File: config.mk
export PLATFORM = sky130hd
export DESIGN_NAME = sd_host_top
export DESIGN_NICKNAME = d
export VERILOG_FILES = /design/src/rtl/sd_init_pkg.sv /design/src/rtl/sd_clk_gen.sv /design/src/rtl/sd_crc7.sv /design/src/rtl/sd_cmd_trx.sv /design/src/rtl/sd_init_ctrl.sv /design/src/rtl/sd_host_top.sv
export SDC_FILE = /design/constraint.sdc
export NUM_CORES = 1
export LEC_CHECK = 0
export ABC_CLOCK_PERIOD_IN_PS = 3080
export BUFFER_PORTS_ARGS = -buffer_cell sky130_fd_sc_hd__buf_2
export CAP_MARGIN = 10
export CORE_MARGIN = 2
export CORE_UTILIZATION = 56
export DETAILED_ROUTE_END_ITERATION = 6
export PLACE_DENSITY = 0.84
export SLEW_MARGIN = 10
export SYNTH_ARGS = -nofsm -noshare
export SYNTH_HDL_FRONTEND = slang
export SYNTH_SLANG_ARGS = --single-unit
File: constraint.sdc
create_clock -name i_clk -period 3.08 [get_ports i_clk]
set_input_delay 0.154 -clock i_clk [delete_from_list [all_inputs] [get_ports i_clk]]
set_output_delay 0.154 -clock i_clk [all_outputs]
set_load 0.01 [all_outputs]
File: src/rtl/sd_init_pkg.sv
// SD command layer package with bus constants, enums and reply helpers
`default_nettype none

package sd_init_pkg;

    localparam int SD_CLK_DIV    = 4;                       // i_clk cycles per card clock half period
    localparam int SD_CLK_CNT_W  = $clog2(SD_CLK_DIV);
    localparam int PRE_INIT_CLKS = 75;                      // At least 74 clocks before CMD0
    localparam int RESP_TIMEOUT  = 64;                      // Card clocks to wait for a start bit

    localparam logic [3:0]  CMD8_VHS     = 4'b0001;         // 2.7-3.6 V
    localparam logic [7:0]  CMD8_PATTERN = 8'h55;
    localparam logic [23:0] OCR_WINDOW   = 24'hFF8000;

    typedef enum logic [5:0] {
        CMD0   = 6'd0,
        CMD2   = 6'd2,
        CMD3   = 6'd3,
        CMD8   = 6'd8,
        CMD11  = 6'd11,
        ACMD41 = 6'd41,
        CMD55  = 6'd55
    } sd_cmd_e;

    typedef enum logic [2:0] {RESP_NONE, R1, R2, R3, R6, R7} sd_resp_e;

    typedef enum logic [1:0] {ERR_NONE, ERR_NO_RESPONSE, ERR_CRC, ERR_INDEX} sd_cmd_err_e;

    typedef enum logic [2:0] {
        ST_PRE_INIT, ST_IDLE, ST_READY, ST_IDENT, ST_STBY, ST_INA
    } sd_state_e;

    typedef enum logic [2:0] {
        TYPE_UNKNOWN, TYPE_V1X, TYPE_V2X_SC, TYPE_V2X_HC, TYPE_UNUSABLE
    } sd_type_e;

    // Reply length in bits, start and end bit included
    function automatic logic [7:0] resp_len(sd_resp_e kind);
        return (kind == R2) ? 8'd136 : 8'd48;
    endfunction

    // Reply kinds that echo the command index and carry a checked CRC7
    function automatic logic resp_echo(sd_resp_e kind);
        return (kind == R1) || (kind == R6) || (kind == R7);
    endfunction

endpackage

`default_nettype wire

File: src/rtl/sd_clk_gen.sv
// Card clock divider with one-cycle rise and fall strobes
`default_nettype none

module sd_clk_gen import sd_init_pkg::*; (
    input  wire  i_clk,
    input  wire  i_nrst,
    output logic o_sd_clk,
    output logic o_sclk_rise,                               // High in the cycle o_sd_clk goes high
    output logic o_sclk_fall                                // High in the cycle o_sd_clk goes low
);

    logic [SD_CLK_CNT_W-1:0] cnt;

    always_ff @(posedge i_clk or negedge i_nrst) begin
        if (!i_nrst) begin
            cnt         <= '0;
            o_sd_clk    <= 1'b0;
            o_sclk_rise <= 1'b0;
            o_sclk_fall <= 1'b0;
        end else begin
            o_sclk_rise <= 1'b0;
            o_sclk_fall <= 1'b0;
            if (cnt == SD_CLK_CNT_W'(SD_CLK_DIV - 1)) begin
                cnt         <= '0;
                o_sd_clk    <= ~o_sd_clk;
                o_sclk_rise <= ~o_sd_clk;
                o_sclk_fall <= o_sd_clk;
            end else begin
                cnt <= cnt + 1'b1;
            end
        end
    end

    // Edges alternate, so a rise and a fall never share a cycle
    a_strobes_exclusive: assert property (@(posedge i_clk) disable iff (!i_nrst)
        !(o_sclk_rise && o_sclk_fall));

endmodule

`default_nettype wire

File: src/rtl/sd_crc7.sv
// Serial CRC7 over command and reply bits, polynomial x^7 + x^3 + 1
`default_nettype none

module sd_crc7 (
    input  wire        i_clk,
    input  wire        i_nrst,
    input  wire        i_clear,                             // Wins over i_next
    input  wire        i_next,
    input  wire        i_dat,
    output logic [6:0] o_crc7
);

    logic fb;

    assign fb = i_dat ^ o_crc7[6];

    always_ff @(posedge i_clk or negedge i_nrst) begin
        if (!i_nrst) begin
            o_crc7 <= '0;
        end else if (i_clear) begin
            o_crc7 <= '0;
        end else if (i_next) begin
            // Feedback enters at bit 0 and at the x^3 tap
            o_crc7 <= {o_crc7[5:3], o_crc7[2] ^ fb, o_crc7[1:0], fb};
        end
    end

endmodule

`default_nettype wire

File: src/rtl/sd_cmd_trx.sv
// Command engine that sends one 48-bit frame and receives and checks its reply
`default_nettype none

module sd_cmd_trx import sd_init_pkg::*; (
    input  wire         i_clk,
    input  wire         i_nrst,
    input  wire         i_sclk_rise,
    input  wire         i_sclk_fall,
    input  wire         i_sd_cmd,
    output logic        o_sd_cmd,
    output logic        o_sd_cmd_dir,                       // 1 while listening
    input  wire         i_req_valid,
    input  sd_cmd_e     i_req_cmd,
    input  wire  [31:0] i_req_arg,
    input  sd_resp_e    i_req_resp,
    output logic        o_req_ready,
    output logic        o_resp_valid,
    output logic [5:0]  o_resp_cmd,
    output logic [31:0] o_resp_reg,
    output sd_cmd_err_e o_resp_err,
    output logic        o_crc7_clear,
    output logic        o_crc7_next,
    output logic        o_crc7_dat,
    input  wire  [6:0]  i_crc7
);

    typedef enum logic [2:0] {T_IDLE, T_SEND, T_WAIT_START, T_RECV, T_DONE} trx_state_e;

    trx_state_e  state;
    logic [7:0]  bitcnt;                                    // Frame bit position
    logic [6:0]  wdog;
    logic        timed_out;
    logic [39:0] tx_sh;
    logic [38:0] rx_sh;                                     // Reply bits 1..39
    logic [6:0]  crc_rx;
    sd_cmd_e     cmd_q;
    sd_resp_e    resp_q;

    assign o_req_ready  = (state == T_IDLE);
    assign o_resp_valid = (state == T_DONE);
    assign o_resp_cmd   = rx_sh[37:32];
    assign o_resp_reg   = rx_sh[31:0];

    // A zero start bit leaves a cleared CRC at zero, so clearing through
    // the wait state lets reception feed bits 1..39 only
    assign o_crc7_clear = (state == T_IDLE) || (state == T_WAIT_START);
    assign o_crc7_next  = (bitcnt < 8'd40) &&
                          (((state == T_SEND) && i_sclk_fall) ||
                           ((state == T_RECV) && i_sclk_rise));
    assign o_crc7_dat   = (state == T_SEND) ? tx_sh[39] : i_sd_cmd;

    always_comb begin
        o_resp_err = ERR_NONE;
        if (timed_out) begin
            o_resp_err = ERR_NO_RESPONSE;
        end else if (resp_echo(resp_q)) begin
            if (rx_sh[37:32] != cmd_q) begin
                o_resp_err = ERR_INDEX;
            end else if (crc_rx != i_crc7) begin
                o_resp_err = ERR_CRC;
            end
        end
    end

    always_ff @(posedge i_clk or negedge i_nrst) begin
        if (!i_nrst) begin
            state        <= T_IDLE;
            bitcnt       <= '0;
            wdog         <= '0;
            timed_out    <= 1'b0;
            o_sd_cmd     <= 1'b1;
            o_sd_cmd_dir <= 1'b0;
        end else begin
            case (state)
            T_IDLE: if (i_req_valid) begin
                state     <= T_SEND;
                bitcnt    <= '0;
                timed_out <= 1'b0;
            end
            T_SEND: if (i_sclk_fall) begin
                bitcnt <= bitcnt + 8'd1;
                if (bitcnt == 8'd40) begin
                    o_sd_cmd <= i_crc7[6];
                end else if (bitcnt < 8'd48) begin
                    o_sd_cmd <= tx_sh[39];
                end else begin                              // Turn the line around
                    o_sd_cmd     <= 1'b1;
                    o_sd_cmd_dir <= 1'b1;
                    wdog         <= '0;
                    state        <= (resp_q == RESP_NONE) ? T_DONE : T_WAIT_START;
                end
            end
            T_WAIT_START: if (i_sclk_rise) begin
                if (!i_sd_cmd) begin
                    state  <= T_RECV;
                    bitcnt <= 8'd1;
                end else if (wdog == 7'(RESP_TIMEOUT - 1)) begin
                    timed_out <= 1'b1;
                    state     <= T_DONE;
                end else begin
                    wdog <= wdog + 7'd1;
                end
            end
            T_RECV: if (i_sclk_rise) begin
                bitcnt <= bitcnt + 8'd1;
                if (bitcnt == resp_len(resp_q) - 8'd1) state <= T_DONE;
            end
            default: begin                                  // T_DONE
                o_sd_cmd_dir <= 1'b0;
                state        <= T_IDLE;
            end
            endcase
        end
    end

    always_ff @(posedge i_clk) begin
        if ((state == T_IDLE) && i_req_valid) begin
            tx_sh  <= {1'b0, 1'b1, i_req_cmd, i_req_arg};
            cmd_q  <= i_req_cmd;
            resp_q <= i_req_resp;
        end else if ((state == T_SEND) && i_sclk_fall) begin
            if (bitcnt == 8'd40) tx_sh <= {i_crc7[5:0], 1'b1, 33'd0};   // CRC tail, end bit
            else tx_sh <= {tx_sh[38:0], 1'b0};
        end
        if ((state == T_RECV) && i_sclk_rise) begin
            if (bitcnt < 8'd40) rx_sh <= {rx_sh[37:0], i_sd_cmd};
            else if (bitcnt < 8'd47) crc_rx <= {crc_rx[5:0], i_sd_cmd};
        end
    end

    a_resp_one_cycle: assert property (@(posedge i_clk) disable iff (!i_nrst)
        o_resp_valid |=> !o_resp_valid);
    a_listen_in_recv: assert property (@(posedge i_clk) disable iff (!i_nrst)
        (state == T_RECV) |-> o_sd_cmd_dir);

endmodule

`default_nettype wire

File: src/rtl/sd_init_ctrl.sv
// Card identification FSM that issues init commands and records card facts
`default_nettype none

module sd_init_ctrl import sd_init_pkg::*; (
    input  wire         i_clk,
    input  wire         i_nrst,
    input  wire         i_sclk_rise,
    output logic        o_req_valid,
    output sd_cmd_e     o_req_cmd,
    output logic [31:0] o_req_arg,
    output sd_resp_e    o_req_resp,
    input  wire         i_req_ready,
    input  wire         i_resp_valid,
    input  wire  [5:0]  i_resp_cmd,
    input  wire  [31:0] i_resp_reg,
    input  sd_cmd_err_e i_resp_err,
    output sd_state_e   o_sd_state,
    output sd_type_e    o_sd_type,
    output logic        o_hcs,
    output logic [15:0] o_rca
);

    typedef enum logic [3:0] {
        SUB_CMD0, SUB_CMD8, SUB_CMD55, SUB_ACMD41, SUB_CHECK_OCR,
        SUB_CMD11, SUB_CMD2, SUB_CHECK_CID, SUB_CMD3, SUB_CHECK_RCA
    } sub_e;

    sub_e        sub;
    sub_e        nxt_sub;
    logic        wait_resp;
    logic [6:0]  clkcnt;
    logic        s18;                                       // S18R request, then S18A
    logic        pwr_up;                                    // OCR bit 31 of the last R3
    logic        cmd_step;
    logic        issue;
    logic        resp_bad;
    sd_cmd_e     nxt_cmd;
    logic [31:0] nxt_arg;
    sd_resp_e    nxt_resp;

    // Request for the current substep
    always_comb begin
        cmd_step = 1'b1;
        nxt_cmd  = CMD0;
        nxt_arg  = '0;
        nxt_resp = R1;
        nxt_sub  = sub;
        case (sub)
        SUB_CMD0: begin
            nxt_resp = RESP_NONE;
            nxt_sub  = SUB_CMD8;
        end
        SUB_CMD8: begin
            nxt_cmd  = CMD8;
            nxt_resp = R7;
            nxt_arg  = {20'd0, CMD8_VHS, CMD8_PATTERN};
            nxt_sub  = SUB_CMD55;
        end
        SUB_CMD55: begin
            nxt_cmd = CMD55;
            nxt_arg = {o_rca, 16'h0000};
            nxt_sub = SUB_ACMD41;
        end
        SUB_ACMD41: begin
            nxt_cmd  = ACMD41;
            nxt_resp = R3;
            nxt_arg  = {1'b0, o_hcs, 5'd0, s18, OCR_WINDOW};
            nxt_sub  = SUB_CHECK_OCR;
        end
        SUB_CMD11: begin
            nxt_cmd = CMD11;
            nxt_sub = SUB_CMD2;
        end
        SUB_CMD2: begin
            nxt_cmd  = CMD2;
            nxt_resp = R2;
            nxt_sub  = SUB_CHECK_CID;
        end
        SUB_CMD3: begin
            nxt_cmd  = CMD3;
            nxt_resp = R6;
            nxt_sub  = SUB_CHECK_RCA;
        end
        default: cmd_step = 1'b0;
        endcase
    end

    assign issue = cmd_step && (o_sd_state inside {ST_IDLE, ST_READY, ST_IDENT});
    // R2 and R3 skip the engine's index check and must carry 63
    assign resp_bad = (i_resp_err != ERR_NONE) ||
                      ((o_req_resp inside {R2, R3}) && (i_resp_cmd != 6'h3f));

    always_ff @(posedge i_clk or negedge i_nrst) begin
        if (!i_nrst) begin
            o_sd_state  <= ST_PRE_INIT;
            o_sd_type   <= TYPE_UNKNOWN;
            o_hcs       <= 1'b0;
            o_rca       <= '0;
            o_req_valid <= 1'b0;
            o_req_cmd   <= CMD0;
            o_req_arg   <= '0;
            o_req_resp  <= RESP_NONE;
            sub         <= SUB_CMD0;
            wait_resp   <= 1'b0;
            clkcnt      <= '0;
            s18         <= 1'b1;
            pwr_up      <= 1'b0;
        end else if (wait_resp) begin
            if (i_resp_valid) begin
                wait_resp <= 1'b0;
                if ((o_req_cmd == CMD8) && (i_resp_err == ERR_NO_RESPONSE)) begin
                    o_sd_type <= TYPE_V1X;                  // Version 1.x, standard capacity
                    o_hcs     <= 1'b0;
                end else if (resp_bad) begin
                    o_sd_state <= ST_INA;
                    o_sd_type  <= TYPE_UNUSABLE;
                end else if (o_req_resp == R3) begin
                    pwr_up <= i_resp_reg[31];
                    if (i_resp_reg[31]) begin
                        o_hcs <= i_resp_reg[30];            // CCS
                        s18   <= i_resp_reg[24];            // S18A
                    end
                end else if (o_req_resp == R6) begin
                    o_rca <= i_resp_reg[31:16];
                end
            end
        end else if (o_req_valid) begin
            if (i_req_ready) begin
                o_req_valid <= 1'b0;
                wait_resp   <= 1'b1;
            end
        end else if (issue) begin
            o_req_valid <= 1'b1;
            o_req_cmd   <= nxt_cmd;
            o_req_arg   <= nxt_arg;
            o_req_resp  <= nxt_resp;
            sub         <= nxt_sub;
            if (sub == SUB_CMD0) begin                      // Fresh start of identification
                o_sd_type <= TYPE_UNKNOWN;
                o_hcs     <= 1'b1;
                o_rca     <= '0;
                s18       <= 1'b1;
                pwr_up    <= 1'b0;
            end
        end else begin
            case (o_sd_state)
            ST_PRE_INIT: begin
                if (i_sclk_rise) clkcnt <= clkcnt + 7'd1;
                if (clkcnt >= 7'(PRE_INIT_CLKS)) o_sd_state <= ST_IDLE;
            end
            ST_IDLE: if (sub == SUB_CHECK_OCR) begin
                if (!pwr_up) begin
                    sub <= SUB_CMD55;                       // Card still busy
                end else begin
                    if (o_hcs) o_sd_type <= TYPE_V2X_HC;
                    else if (o_sd_type != TYPE_V1X) o_sd_type <= TYPE_V2X_SC;
                    sub        <= s18 ? SUB_CMD11 : SUB_CMD2;
                    o_sd_state <= ST_READY;
                end
            end
            ST_READY: if (sub == SUB_CHECK_CID) begin
                sub        <= SUB_CMD3;
                o_sd_state <= ST_IDENT;
            end
            ST_IDENT: if (sub == SUB_CHECK_RCA) o_sd_state <= ST_STBY;
            default: ;
            endcase
        end
    end

    a_req_stable: assert property (@(posedge i_clk) disable iff (!i_nrst)
        (o_req_valid && !i_req_ready) |=>
        (o_req_valid && $stable(o_req_cmd) && $stable(o_req_arg) && $stable(o_req_resp)));

endmodule

`default_nettype wire

File: src/rtl/sd_host_top.sv
// SD host init top with clock divider, init FSM, command engine and CRC7
`default_nettype none

module sd_host_top import sd_init_pkg::*; (
    input  wire         i_clk,
    input  wire         i_nrst,
    input  wire         i_sd_cmd,
    output logic        o_sd_cmd,
    output logic        o_sd_cmd_dir,
    output logic        o_sd_clk,
    output sd_state_e   o_sd_state,
    output sd_type_e    o_sd_type,
    output logic        o_hcs,
    output logic [15:0] o_rca
);

    logic        sclk_rise;
    logic        sclk_fall;
    logic        req_valid;
    sd_cmd_e     req_cmd;
    logic [31:0] req_arg;
    sd_resp_e    req_resp;
    logic        req_ready;
    logic        resp_valid;
    logic [5:0]  resp_cmd;
    logic [31:0] resp_reg;
    sd_cmd_err_e resp_err;
    logic        crc7_clear;
    logic        crc7_next;
    logic        crc7_dat;
    logic [6:0]  crc7;

    sd_clk_gen u_clk_gen (
        .i_clk(i_clk), .i_nrst(i_nrst), .o_sd_clk(o_sd_clk),
        .o_sclk_rise(sclk_rise), .o_sclk_fall(sclk_fall)
    );

    sd_init_ctrl u_init_ctrl (
        .i_clk(i_clk), .i_nrst(i_nrst), .i_sclk_rise(sclk_rise),
        .o_req_valid(req_valid), .o_req_cmd(req_cmd), .o_req_arg(req_arg),
        .o_req_resp(req_resp), .i_req_ready(req_ready),
        .i_resp_valid(resp_valid), .i_resp_cmd(resp_cmd), .i_resp_reg(resp_reg),
        .i_resp_err(resp_err), .o_sd_state(o_sd_state), .o_sd_type(o_sd_type),
        .o_hcs(o_hcs), .o_rca(o_rca)
    );

    sd_cmd_trx u_cmd_trx (
        .i_clk(i_clk), .i_nrst(i_nrst), .i_sclk_rise(sclk_rise), .i_sclk_fall(sclk_fall),
        .i_sd_cmd(i_sd_cmd), .o_sd_cmd(o_sd_cmd), .o_sd_cmd_dir(o_sd_cmd_dir),
        .i_req_valid(req_valid), .i_req_cmd(req_cmd), .i_req_arg(req_arg),
        .i_req_resp(req_resp), .o_req_ready(req_ready),
        .o_resp_valid(resp_valid), .o_resp_cmd(resp_cmd), .o_resp_reg(resp_reg),
        .o_resp_err(resp_err), .o_crc7_clear(crc7_clear), .o_crc7_next(crc7_next),
        .o_crc7_dat(crc7_dat), .i_crc7(crc7)
    );

    sd_crc7 u_crc7 (
        .i_clk(i_clk), .i_nrst(i_nrst), .i_clear(crc7_clear),
        .i_next(crc7_next), .i_dat(crc7_dat), .o_crc7(crc7)
    );

endmodule

`default_nettype wire

==> metrics.md, run 1 <==
| Metric | Value |
|---|---|
| Status | completed |
| Ys flop type | dfrtp_1 |
| Unrepaired setup endpoints after global routing | no |
| Fin crit share | 76.5% |
| CP Launch Type | flop |
| # DRC | 0 |
| Max clock buf depth | 2 |
| Drt pass-1 iters | 5 |
| GRT Util Overall | 21.9% |
| H-tree depth | 4 |
| Final setup violating endpoints | 0 |
| Cells on worst reg2reg path | 6 |
| Beginning of the critical path | u_cmd_trx.state[0]$_DFFE_PN0P_ |
| FFs w/ async S/R, synth | 51.1% |
| Synthesized area | 8260 um2 |
| Setup_tns | 0 ns |
| Core area | 14500 um2 |
| Flops & latches, synth | 190 |
| Total nets after synthesis | 727 |
| Total Power | 0.00593 W |
| Commonest non-fill, non-tap cells in the layout | nand2_1, dfrtp_1, edfxtp_1 |
| Vias in the first global route | 5349 |
| Share of the synthesized area in the top cell type | 33.1% |
| Ratio of cells with drive above 1 in the final layout | 14.9% |
| Hold Path Depth | 1 |
| CP Data Required Time | 3.43 ns |
| Tightest Hold Check Type | in -> reg |
| Gp weighted congestion | 0.856 |
| Largest net degree at the start of global routing | 67 |
| N_diodes | 0 |
| Final wirelength | 16400 um |
| CTS Sinks | 190 |
| Slew HR | 43.0% |
| Worst setup EP type | flop |
| EDFF count, synth | 91 |
| Worst Tran Pin Value | 0.854 ns |
| YS warnings | 0 |
| Die height | 125 um |
| Crit-path cells | or2_1 -> nor2_8 -> o31ai_2 -> a221oi_2 -> nand2_1 -> o31ai_1 |
| # nets final | 752 |
| Slowest CP cell | dfrtp_1 |
| Endpoints failing hold | 0 |
| Finished Core Util | 63.3% |
| CTS Buf Count | 17 |
| Leading cell type in the layout, fill and taps excluded | nand2_1 |
| Post-Synthesis Cells | 719 |
| Postcts setup bufs | 0 |
| Vias post-DR | 5610 |
| Post-Place Setup Slack | 0.762 ns |
| Worst-path clk slew | 0.07 ns |
| Root Driver | clkbuf_16 |
| Synth unique cells | 75 |
| Post-DP HPWL | 11000 um |
| Largest cells by area after synthesis | edfxtp_1, dfrtp_1, nand2_1, o21ai_0, a22o_2 |
| Critical path arrival | 2.70 ns |
| Die ar. | 15700 um2 |
| Register area share after synthesis | 63.0% |
| TritonCTS clock tree | done |
| Initial antenna violation count | 0 |
| Avg Inst Size Synth | 11.5 um2 |
| Critical-path maximum fanout | 21 |
| Filler cell count | 1087 |
| Pleak | 3.77 nW |
| Initial core utilization | 57.1% |
| Worst Skew | 0.00869 ns |
| Gr ovfl total | 0 |
| Delay of the slowest cell on the worst path | 0.59 ns |
| Setup slack, reg-to-reg | 0.72 ns |
| ANT nets after route | 0 |
| Layout area overhead | 11.0% |
| DR WL/cell | 17.4 um |
| Kind of critical path | reg -> reg |
| IO Port Bufs | 28 |
| Hold Startpoint | i_sd_cmd |
| First-pass GRT wire length | 27600 um |
| Chip width | 125 um |
| Minimum clock period | 2.36 ns |
| Max-cap violation count | 0 |
| Skew-Pair Late Insertion Delay | 0.43 ns |
| Largest area contributor in the netlist | edfxtp_1 |
| Cell Rows | 44 |
| # IOs | 29 |
| Fmax | 424 MHz |
| Reg-to-Reg Start | u_cmd_trx.state[0]$_DFFE_PN0P_ |
| Worst vdd ir | 0.000481 V |
| Slew Limit Fails | 0 |
| Avg Vias per Cell | 5.96 |
| PD cells | 646 nW/um2 |
| Starting DRT DRC Count | 589 |
| Final WS setup | 0.723 ns |
==> cells by family (layout without fill, tap and decap cells) <==
family	count (synthesis)	count (layout)	synth area share, %
and+or+nand+nor	271	271	16.0
DFF	190	190	63.0
AOI/OAI and AO/OA	172	172	13.8
buffers and inverters	45	83	2.38
xor gates and xnor gates	22	22	2.33
muxes	14	14	1.79
adders and majority gates	5	5	0.757
==> cell usage after synthesis, drive strengths merged (3+ instances only) <==
master / n
or2: 5
xnor2: 18
or3: 4
a21o: 4
nor3: 7
o211ai: 7
buf: 15
and2: 16
o21ai: 79
clkbuf: 19
mux2: 6
a22oi: 3
nand4: 7
a31oi: 4
a221oi: 3
nor4: 3
dfrtp: 95
nor3b: 4
inv: 10
ha: 5
nand3: 25
o22ai: 3
and3: 7
a22o: 18
nor2b: 3
edfxtp: 91
xor2: 4
nand2b: 7
a211oi: 5
o41ai: 3
nor2: 35
o31ai: 9
mux2i: 8
o21bai: 3
nand2: 132
a21oi: 17
o21a: 3
==> layout make-up <==
type | count | area [um2] | share of cell area, %
multi-input cells | 484 | 2880 | 31.4
inverters | 11 | 41.3 | 0.450
flip-flops and latches | 190 | 5200 | 56.7
clock buffers | 17 | 425 | 4.64
clock inverters | 15 | 158 | 1.72
repair buffers | 40 | 235 | 2.57
well taps | 184 | 230 | 2.51
==> what timing repair did <==
item                      CTS  global route
hold endpoints to repair   63             0
gates resized for setup     0             0
hold buffers                1             0
==> routing by layer <==
| metal | GRT usage, % | share of wire [%] |
|---|---|---|
| met1 | 31.3 | 46 |
| met2 | 34.0 | 48 |
| met3 | 5.13 | 4.4 |
| met4 | 5.95 | 1.8 |
| met5 | 0 | 0 |
==> worst paths after layout <==
check	to
setup / recovery	u_cmd_trx.wdog[5]$_DFFE_PN0P_
hold / removal	u_cmd_trx.rx_sh[0]$_DFFE_PP_
setup reg to reg	u_cmd_trx.wdog[5]$_DFFE_PN0P_
hold reg to reg	u_cmd_trx.rx_sh[11]$_DFFE_PP_
max in group asynchronous	u_init_ctrl.s18$_DFFE_PN1P_
min in group asynchronous	u_init_ctrl.o_req_arg[20]$_DFFE_PN0P_
==> state kept, by name, indices dropped and copies added, names as in the netlist, 2 cells and up <==
register,cells
u_clk_gen.cnt,2
u_cmd_trx.bitcnt,8
u_cmd_trx.cmd_q,5
u_cmd_trx.crc_rx,7
u_cmd_trx.resp_q,3
u_cmd_trx.rx_sh,38
u_cmd_trx.state,3
u_cmd_trx.tx_sh,40
u_cmd_trx.wdog,7
u_crc7.o_crc7,7
u_init_ctrl.clkcnt,7
u_init_ctrl.o_rca,16
u_init_ctrl.o_req_arg,18
u_init_ctrl.o_req_cmd,5
u_init_ctrl.o_req_resp,3
u_init_ctrl.o_sd_state,3
u_init_ctrl.o_sd_type,3
u_init_ctrl.sub,4
==> power breakdown <==
part,switching [W],internal [W]
clock network,0.00104,0.00108
logic,0.000432,0.000285
registers,0.000175,0.00291
==> worst max-delay path, delay by kind of cell, from the launching register on <==
family,cells,cell delay (ns)
simple gates,3,0.89
compound gates,3,0.79
flops,1,0.59
==> per-stage QoR <==
step / hold WS, ns / cells / cell area (um2)
after floorplan: -0.142 / 719 / 8260
after global placement: 0.292 / 908 / 8580
after detailed placement: 0.314 / 908 / 8580
after CTS: 0.0251 / 941 / 9170
after global routing: 0.0284 / 941 / 9170
final: 0.0628 / 941 / 9170
(Power assumes the default switching activity.)
==> run 2: changes to the inputs <==
--- a/config.mk
+++ b/config.mk
@@ -5,13 +5,14 @@
 export SDC_FILE = /design/constraint.sdc
 export NUM_CORES = 1
 export LEC_CHECK = 0
-export ABC_CLOCK_PERIOD_IN_PS = 3080
+export ABC_AREA = 1
+export ABC_CLOCK_PERIOD_IN_PS = 2400
 export BUFFER_PORTS_ARGS = -buffer_cell sky130_fd_sc_hd__buf_2
 export CAP_MARGIN = 10
 export CORE_MARGIN = 2
-export CORE_UTILIZATION = 56
+export CORE_UTILIZATION = 60
 export DETAILED_ROUTE_END_ITERATION = 6
-export PLACE_DENSITY = 0.84
+export PLACE_DENSITY = 0.85
 export SLEW_MARGIN = 10
 export SYNTH_ARGS = -nofsm -noshare
 export SYNTH_HDL_FRONTEND = slang
==> constraint.sdc (replaced) <==
create_clock -name i_clk -period 2.4 [get_ports i_clk]
set_input_delay 0.12 -clock i_clk [delete_from_list [all_inputs] [get_ports i_clk]]
set_output_delay 0.12 -clock i_clk [all_outputs]
set_load 0.01 [all_outputs]
==> run 2 against run 1 <==
Against the previous run:
- flip-flop and latch count did not move
- core utilization grew 5.0 points
- wire length increased by 1.3%
- global-route usage increased by 1.7 points
- sequential share of layout area is 1.2 points lower
- worst setup slack worse by 0.54 ns
- fmax up 6.3%
- largest power group unchanged
- via count grew 7.5%
- clock power up 34%
- area after synthesis increased by 1.1%
- non-clock buffer count increased by 2
- critical endpoint is now u_init_ctrl.o_rca[14]$_DFFE_PN0P_
- register-to-register slack got worse by 0.54 ns
==> metrics.md, run 2 <==
| Metric | Value |
|---|---|
| Core area | 13700 um2 (-5.2%) |
| Hold slack | 0.163 ns (+0.0999 ns) |
| Max reg flops | 40 (unchanged) |
| Root Driver | clkbuf_16 |
| Post-Place Setup Slack | 0.252 ns (-0.510 ns) |
| PD cells | 831 nW/um2 (+29%) |
| Sequential cell area | 5200 um2 (unchanged) |
| Worst Skew | 0.0139 ns (+0.00522 ns) |
| Cell Rows | 43 (-2.3%) |
| Ys flop type | dfrtp_1 |
| N_diodes | 0 (unchanged) |
| Fin crit share | 92.4% (+16 points) |
| Gr ovfl total | 0 (unchanged) |
| Starting DRT DRC Count | 605 (+2.7%) |
| # nets final | 899 (+20%) |
| PostCTS Resize Cnt | 0 (unchanged) |
| Worst vdd ir | 0.000640 V (+33%) |
| WL met2 | 7720 um (-1.6%) |
| Tightest Hold Check Type | in -> async |
| Register area share after synthesis | 62.3% (-0.69 points) |
| Top-count cell post-synth | nand2_1 |
| GRT Util Overall | 23.6% (+1.7 points) |
| Synth unique cells | 43 (-43%) |
| Slew HR | 65.0% (+22 points) |
| Pleak | 4.08 nW (+8.3%) |
| Minimum clock period | 2.22 ns (-0.140 ns) |
| Worst-path clk slew | 0.07 ns (about the same) |
| Chip width | 122 um (-2.8%) |
| Multi-input gate area | 2630 um2 (-8.5%) |
| H-tree depth | 4 (unchanged) |
| IO Port Bufs | 28 (unchanged) |
| Vias in the first global route | 5549 (+3.7%) |
| TritonCTS clock tree | done |
| Layout area overhead | 12.1% |
| Worst setup EP type | flop |
| Largest net degree at the start of global routing | 65 (-3.0%) |
| Kind of critical path | reg -> reg |
| Critical path arrival | 2.59 ns (-0.11 ns) |
| Total Power | 0.00779 W (+31%) |
| Post-Synthesis Cells | 851 (+18%) |
| ANT nets after route | 0 (unchanged) |
| Finished Core Util | 68.3% (+5.0 points) |
| CP Data Required Time | 2.77 ns (-0.66 ns) |
| Largest cells by area after synthesis | edfxtp_1, dfrtp_1, nand2_1, inv_1, o21ai_0 |
| CTS Sinks | 190 (unchanged) |
| Total nets after synthesis | 859 (+18%) |
| Die height | 122 um (-2.8%) |
| Unrepaired setup endpoints after global routing | no |
| Commonest non-fill, non-tap cells in the layout | nand2_1, inv_1, dfrtp_1 |
| Fmax | 451 MHz (+6.3%) |
| Leading cell type in the layout, fill and taps excluded | nand2_1 |
| Final setup violating endpoints | 0 (unchanged) |
| Skew-Pair Late Insertion Delay | 0.44 ns (about the same) |
| First-pass GRT wire length | 26900 um (-2.3%) |
| FFs w/ async S/R, synth | 51.1% (unchanged) |
| Slew Limit Fails | 0 (unchanged) |
| DR WL/cell | 15.3 um (-12%) |
| # IOs | 29 (unchanged) |
| Post-DP HPWL | 11100 um (+0.32%) |
| Flops & latches, synth | 190 (unchanged) |
| Top cells by instance count after synthesis | nand2_1, inv_1, dfrtp_1, edfxtp_1, nor2_1 |
| Filler cell count | 986 (-9.3%) |
| Largest area contributor in the netlist | edfxtp_1 |
| Final wirelength | 16600 um (+1.3%) |
| YS warnings | 0 (unchanged) |
| Initial core utilization | 60.9% (+3.8 points) |
| Worst Tran Pin Value | 0.520 ns (-0.335 ns) |
| Avg Inst Size Synth | 9.82 um2 (-15%) |
| Gp weighted congestion | 0.988 (+15%) |
| Most flops, register | u_cmd_trx.tx_sh |
| # DRC | 0 (unchanged) |
| Synthesized area | 8360 um2 (+1.1%) |
| Biggest regs | u_cmd_trx.tx_sh: 40 flops, u_cmd_trx.rx_sh: 38 flops, u_init_ctrl.o_req_arg: 18 flops |
| Critical-path maximum fanout | 32 (+52%) |
| Ratio of cells with drive above 1 in the final layout | 13.1% (-1.9 points) |
| Setup_tns | 0 ns (unchanged) |
| CP Launch Type | flop |
| Share of the synthesized area in the top cell type | 32.7% (-0.36 points) |
| Routed met3 length | 987 um (+38%) |
| Initial antenna violation count | 0 (unchanged) |
| Max-cap violation count | 0 (unchanged) |
| Postcts setup bufs | 0 (unchanged) |
| Final WS setup | 0.183 ns (-0.540 ns) |
| Status | completed |
| Max clock buf depth | 2 (unchanged) |
| CTS Buf Count | 17 (unchanged) |
| Vias post-DR | 6028 (+7.5%) |
| WL met1 | 7410 um (-1.7%) |
| Endpoints failing hold | 0 (unchanged) |
| Drt pass-1 iters | 6 (+1) |
| Avg Vias per Cell | 5.56 (-6.7%) |
| EDFF count, synth | 91 (unchanged) |
| Uppermost layer routed | met4 |
| Die ar. | 14900 um2 (-5.5%) |
-- run 2: cell types whose count changed in the layout (fill, tap and decap cells not counted), moves of 25 or more --
cell / before / now
inv_1: 10 / 100
nand2_1: 132 / 198
nor2_1: 32 / 67
o21ai_1: 2 / 35
o21ai_0: 76 / 51
-- run 2: worst max-delay path: stages (launching register included) --
cell and delay (ns):
dfrtp_1 0.63, nor2_2 0.12, nand3_1 0.16, nand2_1 0.11
nor2_2 0.17, nand2_4 0.09, nand3_4 0.16, nand2_2 0.07
nand3_2 0.07, buf_4 0.35, nand2_1 0.13, o21ai_2 0.08
-- run 2: final timing paths --
check	startpoint	endpoint	slack (ns)	cells after the start
max	u_init_ctrl.sub[0]$_DFFE_PN0P_	u_init_ctrl.o_rca[14]$_DFFE_PN0P_	0.18	11
min	i_nrst	u_init_ctrl.clkcnt[5]$_DFFE_PN0P_	0.16	2
max reg2reg	u_init_ctrl.sub[0]$_DFFE_PN0P_	u_init_ctrl.o_rca[14]$_DFFE_PN0P_	0.18	11
min reg2reg	u_cmd_trx.rx_sh[6]$_DFFE_PP_	u_cmd_trx.rx_sh[7]$_DFFE_PP_	0.42	0
max in group asynchronous	i_nrst	u_cmd_trx.o_sd_cmd$_DFFE_PN1P_	1.51	3
min in group i_clk	u_cmd_trx.rx_sh[6]$_DFFE_PP_	u_cmd_trx.rx_sh[7]$_DFFE_PP_	0.42	0
-- run 2: final cells by class --
class / instances / share of cell area [%]
sequential: 190 / 55.5
multi-input combinational: 527 / 28.1
clock buffer: 19 / 4.73
inverter: 113 / 4.53
timing repair buffer: 42 / 3.10
tap: 180 / 2.40
clock inverter: 13 / 1.62
-- run 2: layer usage --
layer,GRT usage (%),vias to the layer above
met5,0,-
met4,10.3,0
met3,5.29,52
met2,35.7,218
met1,33.2,2844
li1,-,2914
-- run 2: repair_timing --
item / CTS / global route
hold buffers: 2 / 0
endpoints found under the hold margin: 35 / 0
setup endpoints to repair: 0 / 0
-- run 2: power breakdown --
group / switching (W) / internal [W] / leakage (nW)
logic: 0.000713 / 0.000335 / 1.65
registers: 0.000171 / 0.00373 / 2.14
clock network: 0.00126 / 0.00159 / 0.290
-- run 2: through the flow --
step                cells  instance area [um2]
finish               1084                 9370
global route         1084                 9370
CTS                  1084                 9370
detailed placement   1050                 8750
global placement     1050                 8750
floorplan             851                 8370
-- run 2: cell families (layout without fill, tap and decap cells) --
kind of cell / Yosys count / after routing / share of synthesized area [%]
compound gates: 157 / 157 / 11.0
xor+xnor: 17 / 17 / 1.78
fa+ha+maj: 5 / 5 / 0.749
buf+inv: 134 / 187 / 6.41
flops: 190 / 190 / 62.3
mux: 1 / 1 / 0.135
simple gates: 347 / 347 / 17.6
==> run 3: changes to the inputs <==
--- a/config.mk
+++ b/config.mk
@@ -12,7 +12,7 @@
 export CORE_MARGIN = 2
 export CORE_UTILIZATION = 60
 export DETAILED_ROUTE_END_ITERATION = 6
-export PLACE_DENSITY = 0.85
+export PLACE_DENSITY = 0.77
 export SLEW_MARGIN = 10
 export SYNTH_ARGS = -nofsm -noshare
 export SYNTH_HDL_FRONTEND = slang
==> run 3 against run 2 <==
Against the previous run:
- non-clock buffer count down 2
- wire length decreased by 2.1%
- fmax rose by 4.2%
- via count increased by 0.73%
- worst hold slack better by 0.095 ns
- total power down 2.4%
- sequential share of layout area increased by 0.29 points
- count of clock-buffer cells in the layout stayed put
- largest cell class unchanged
- highest routed layer unchanged
==> metrics.md, run 3 (synthesized netlist as in run 2, its figures left out) <==
| Metric | Value |
|---|---|
| Status | completed |
| PD cells | 815 nW/um2 (-2.0%) |
| Max clock buf depth | 2 (unchanged) |
| CP Data Required Time | 2.76 ns (about the same) |
| Final setup violating endpoints | 0 (unchanged) |
| Commonest non-fill, non-tap cells in the layout | nand2_1, inv_1, dfrtp_1 |
| Worst setup EP type | flop |
| Slew HR | 56.8% (-8.1 points) |
| Seq pwr share | 51.4% (+1.3 points) |
| Post-Place Setup Slack | 0.257 ns (+0.00512 ns) |
| Largest net degree at the start of global routing | 51 (-22%) |
| H-tree depth | 4 (unchanged) |
| Crit-path cells | inv_2 -> nand2_1 -> inv_2 -> nand2_1 -> nand2_1 -> nor2_2 -> nand2_4 -> nand3_4 -> nand2_2 -> nand3_2 -> buf_4 -> nand2_1 -> o21ai_2 |
| Logic pwr share | 13.6% (about the same) |
| Worst Skew | 0.00935 ns (-0.00456 ns) |
| Most flops, register | u_cmd_trx.tx_sh |
| Slowest CP cell | dfrtp_1 |
| Vias in the first global route | 5735 (+3.4%) |
| First-pass GRT wire length | 27600 um (+2.3%) |
| Critical-path maximum fanout | 32 (unchanged) |
| Initial antenna violation count | 0 (unchanged) |
| Delay of the slowest cell on the worst path | 0.44 ns (-0.19 ns) |
| Cell internal pwr | 0.00546 W (-3.3%) |
| ANT nets after route | 0 (unchanged) |
| CTS Sinks | 190 (unchanged) |
| Max reg flops | 40 (unchanged) |
| GRT Util Overall | 23.7% (+0.085 points) |
| Slew Limit Fails | 0 (unchanged) |
| Most used cell, CP | nand2_1 |
| Max-cap violation count | 0 (unchanged) |
| Drt pass-1 iters | 5 (-1) |
| Finished Core Util | 68.0% (-0.34 points) |
| Final WS setup | 0.273 ns (+0.0896 ns) |
| DR WL/cell | 15.0 um (-1.9%) |
| IO Port Bufs | 28 (unchanged) |
| CTS Buf Count | 17 (unchanged) |
| CP Launch Type | flop |
| Tightest Hold Check Type | in -> async |
| Chip width | 122 um (unchanged) |
| Ratio of cells with drive above 1 in the final layout | 13.1% (+0.029 points) |
| Worst vdd ir | 0.000518 V (-19%) |
| Final wirelength | 16300 um (-2.1%) |
| Unrepaired setup endpoints after global routing | no |
| Core area | 13700 um2 (unchanged) |
| TritonCTS clock tree | done |
| Die ar. | 14900 um2 (unchanged) |
| Gr ovfl total | 0 (unchanged) |
| # IOs | 29 (unchanged) |
| Fmax | 470 MHz (+4.2%) |
| Biggest regs | u_cmd_trx.tx_sh: 40 flops, u_cmd_trx.rx_sh: 38 flops, u_init_ctrl.o_req_arg: 18 flops |
| Sw Ratio | 28.1% (+0.65 points) |
| N_diodes | 0 (unchanged) |
| # DRC | 0 (unchanged) |
| Root Driver | clkbuf_16 |
| Critical path arrival | 2.48 ns (-0.11 ns) |
| Starting DRT DRC Count | 662 (+9.4%) |
| Leading cell type in the layout, fill and taps excluded | nand2_1 |
| Worst Tran Pin Value | 0.647 ns (+0.127 ns) |
| Clock power frac | 35.0% (-1.5 points) |
| Switching power | 0.00214 W (-0.15%) |
| Cells on worst reg2reg path | 13 (+2) |
| Initial core utilization | 60.9% (unchanged) |
| Minimum clock period | 2.13 ns (-0.0896 ns) |
| Cell Rows | 43 (unchanged) |
| Layout area overhead | 11.6% |
| Endpoints failing hold | 0 (unchanged) |
| Pleak | 4.06 nW (-0.57%) |
| Setup_tns | 0 ns (unchanged) |
| Worst-path clk slew | 0.07 ns (about the same) |
| # nets final | 897 (-0.22%) |
| Kind of critical path | reg -> reg |
| Fin crit share | 88.6% (-3.7 points) |
| Vias post-DR | 6072 (+0.73%) |
| Die height | 122 um (unchanged) |
| Skew-Pair Late Insertion Delay | 0.42 ns (-0.02 ns) |
| Gp weighted congestion | 1.06 (+7.7%) |
| Avg Vias per Cell | 5.61 (+0.92%) |
| Post-DP HPWL | 11400 um (+2.7%) |
-- run 3: cell types whose count changed in the layout (fill, tap and decap cells not counted), sizes merged --
cell	before	now
inv	117	120
buf	40	38
clkinvlp	1	0
bufinv	2	0
-- run 3: stage by stage --
step / power [W] / hold WS (ns) / instance area [um2] / std cells
2_1_floorplan: 0.00471 / -0.176 / 8370 / 851
3_3_place_gp: 0.00492 / 0.177 / 8740 / 1048
3_5_place_dp: 0.00498 / 0.188 / 8740 / 1048
4_1_cts: 0.00766 / 0.269 / 9320 / 1082
5_1_grt: 0.00797 / 0.310 / 9320 / 1082
6_report: 0.00760 / 0.258 / 9320 / 1082
-- run 3: timing repair --
action,CTS,global route
endpoints found under the setup margin,0,2
setup buffers,0,0
endpoints found under the hold margin,50,0
hold buffers,2,0
gates resized for setup,0,1
-- run 3: power by group through the flow --
stage	clock network [W]	registers (W)	logic [W]
after floorplan	0	0.00391	0.000798
after global placement	0	0.00395	0.000970
after detailed placement	0	0.00396	0.00102
after CTS	0.00272	0.00390	0.00103
after global routing	0.00284	0.00394	0.00119
final	0.00266	0.00390	0.00104
-- run 3: worst paths after layout --
kind                                                 from                          endpoint  slack [ns]
min                                                i_nrst        u_clk_gen.cnt[1]$_DFF_PN0_        0.26
max                        u_init_ctrl.sub[3]$_DFFE_PN0P_  u_init_ctrl.o_rca[7]$_DFFE_PN0P_        0.27
max reg2reg                u_init_ctrl.sub[3]$_DFFE_PN0P_  u_init_ctrl.o_rca[7]$_DFFE_PN0P_        0.27
min in group i_clk          u_cmd_trx.rx_sh[10]$_DFFE_PP_     u_cmd_trx.rx_sh[11]$_DFFE_PP_        0.42
min reg2reg                 u_cmd_trx.rx_sh[10]$_DFFE_PP_     u_cmd_trx.rx_sh[11]$_DFFE_PP_        0.42
max in group asynchronous                          i_nrst       u_init_ctrl.s18$_DFFE_PN1P_        1.42
-- run 3: layout make-up --
class	count	area [um2]
clock buffers	19	443
repair buffers	40	275
multi-input cells	527	2630
inverters	113	424
fillers	1015	4400
well taps	180	225
clock inverters	13	119
flip-flops and latches	190	5200
-- run 3: worst max-delay path, delay by kind of cell (launching register included) --
kind / cells / cell delay (ns)
AND/OR/NAND/NOR: 9 / 1.03
buffers and inverters: 3 / 0.49
flip-flops: 1 / 0.44
AO/OA/AOI/OAI: 1 / 0.07
-- run 3: layer usage --
| layer | GRT usage [%] | wire [um] | up-vias |
|---|---|---|---|
| met1 | 33.8 | 7410 | 2932 |
| li1 | - | - | 2919 |
| met3 | 5.06 | 818 | 26 |
| met4 | 8.12 | 295 | 0 |
| met2 | 36.5 | 7740 | 195 |
| met5 | 0 | 0 | - |
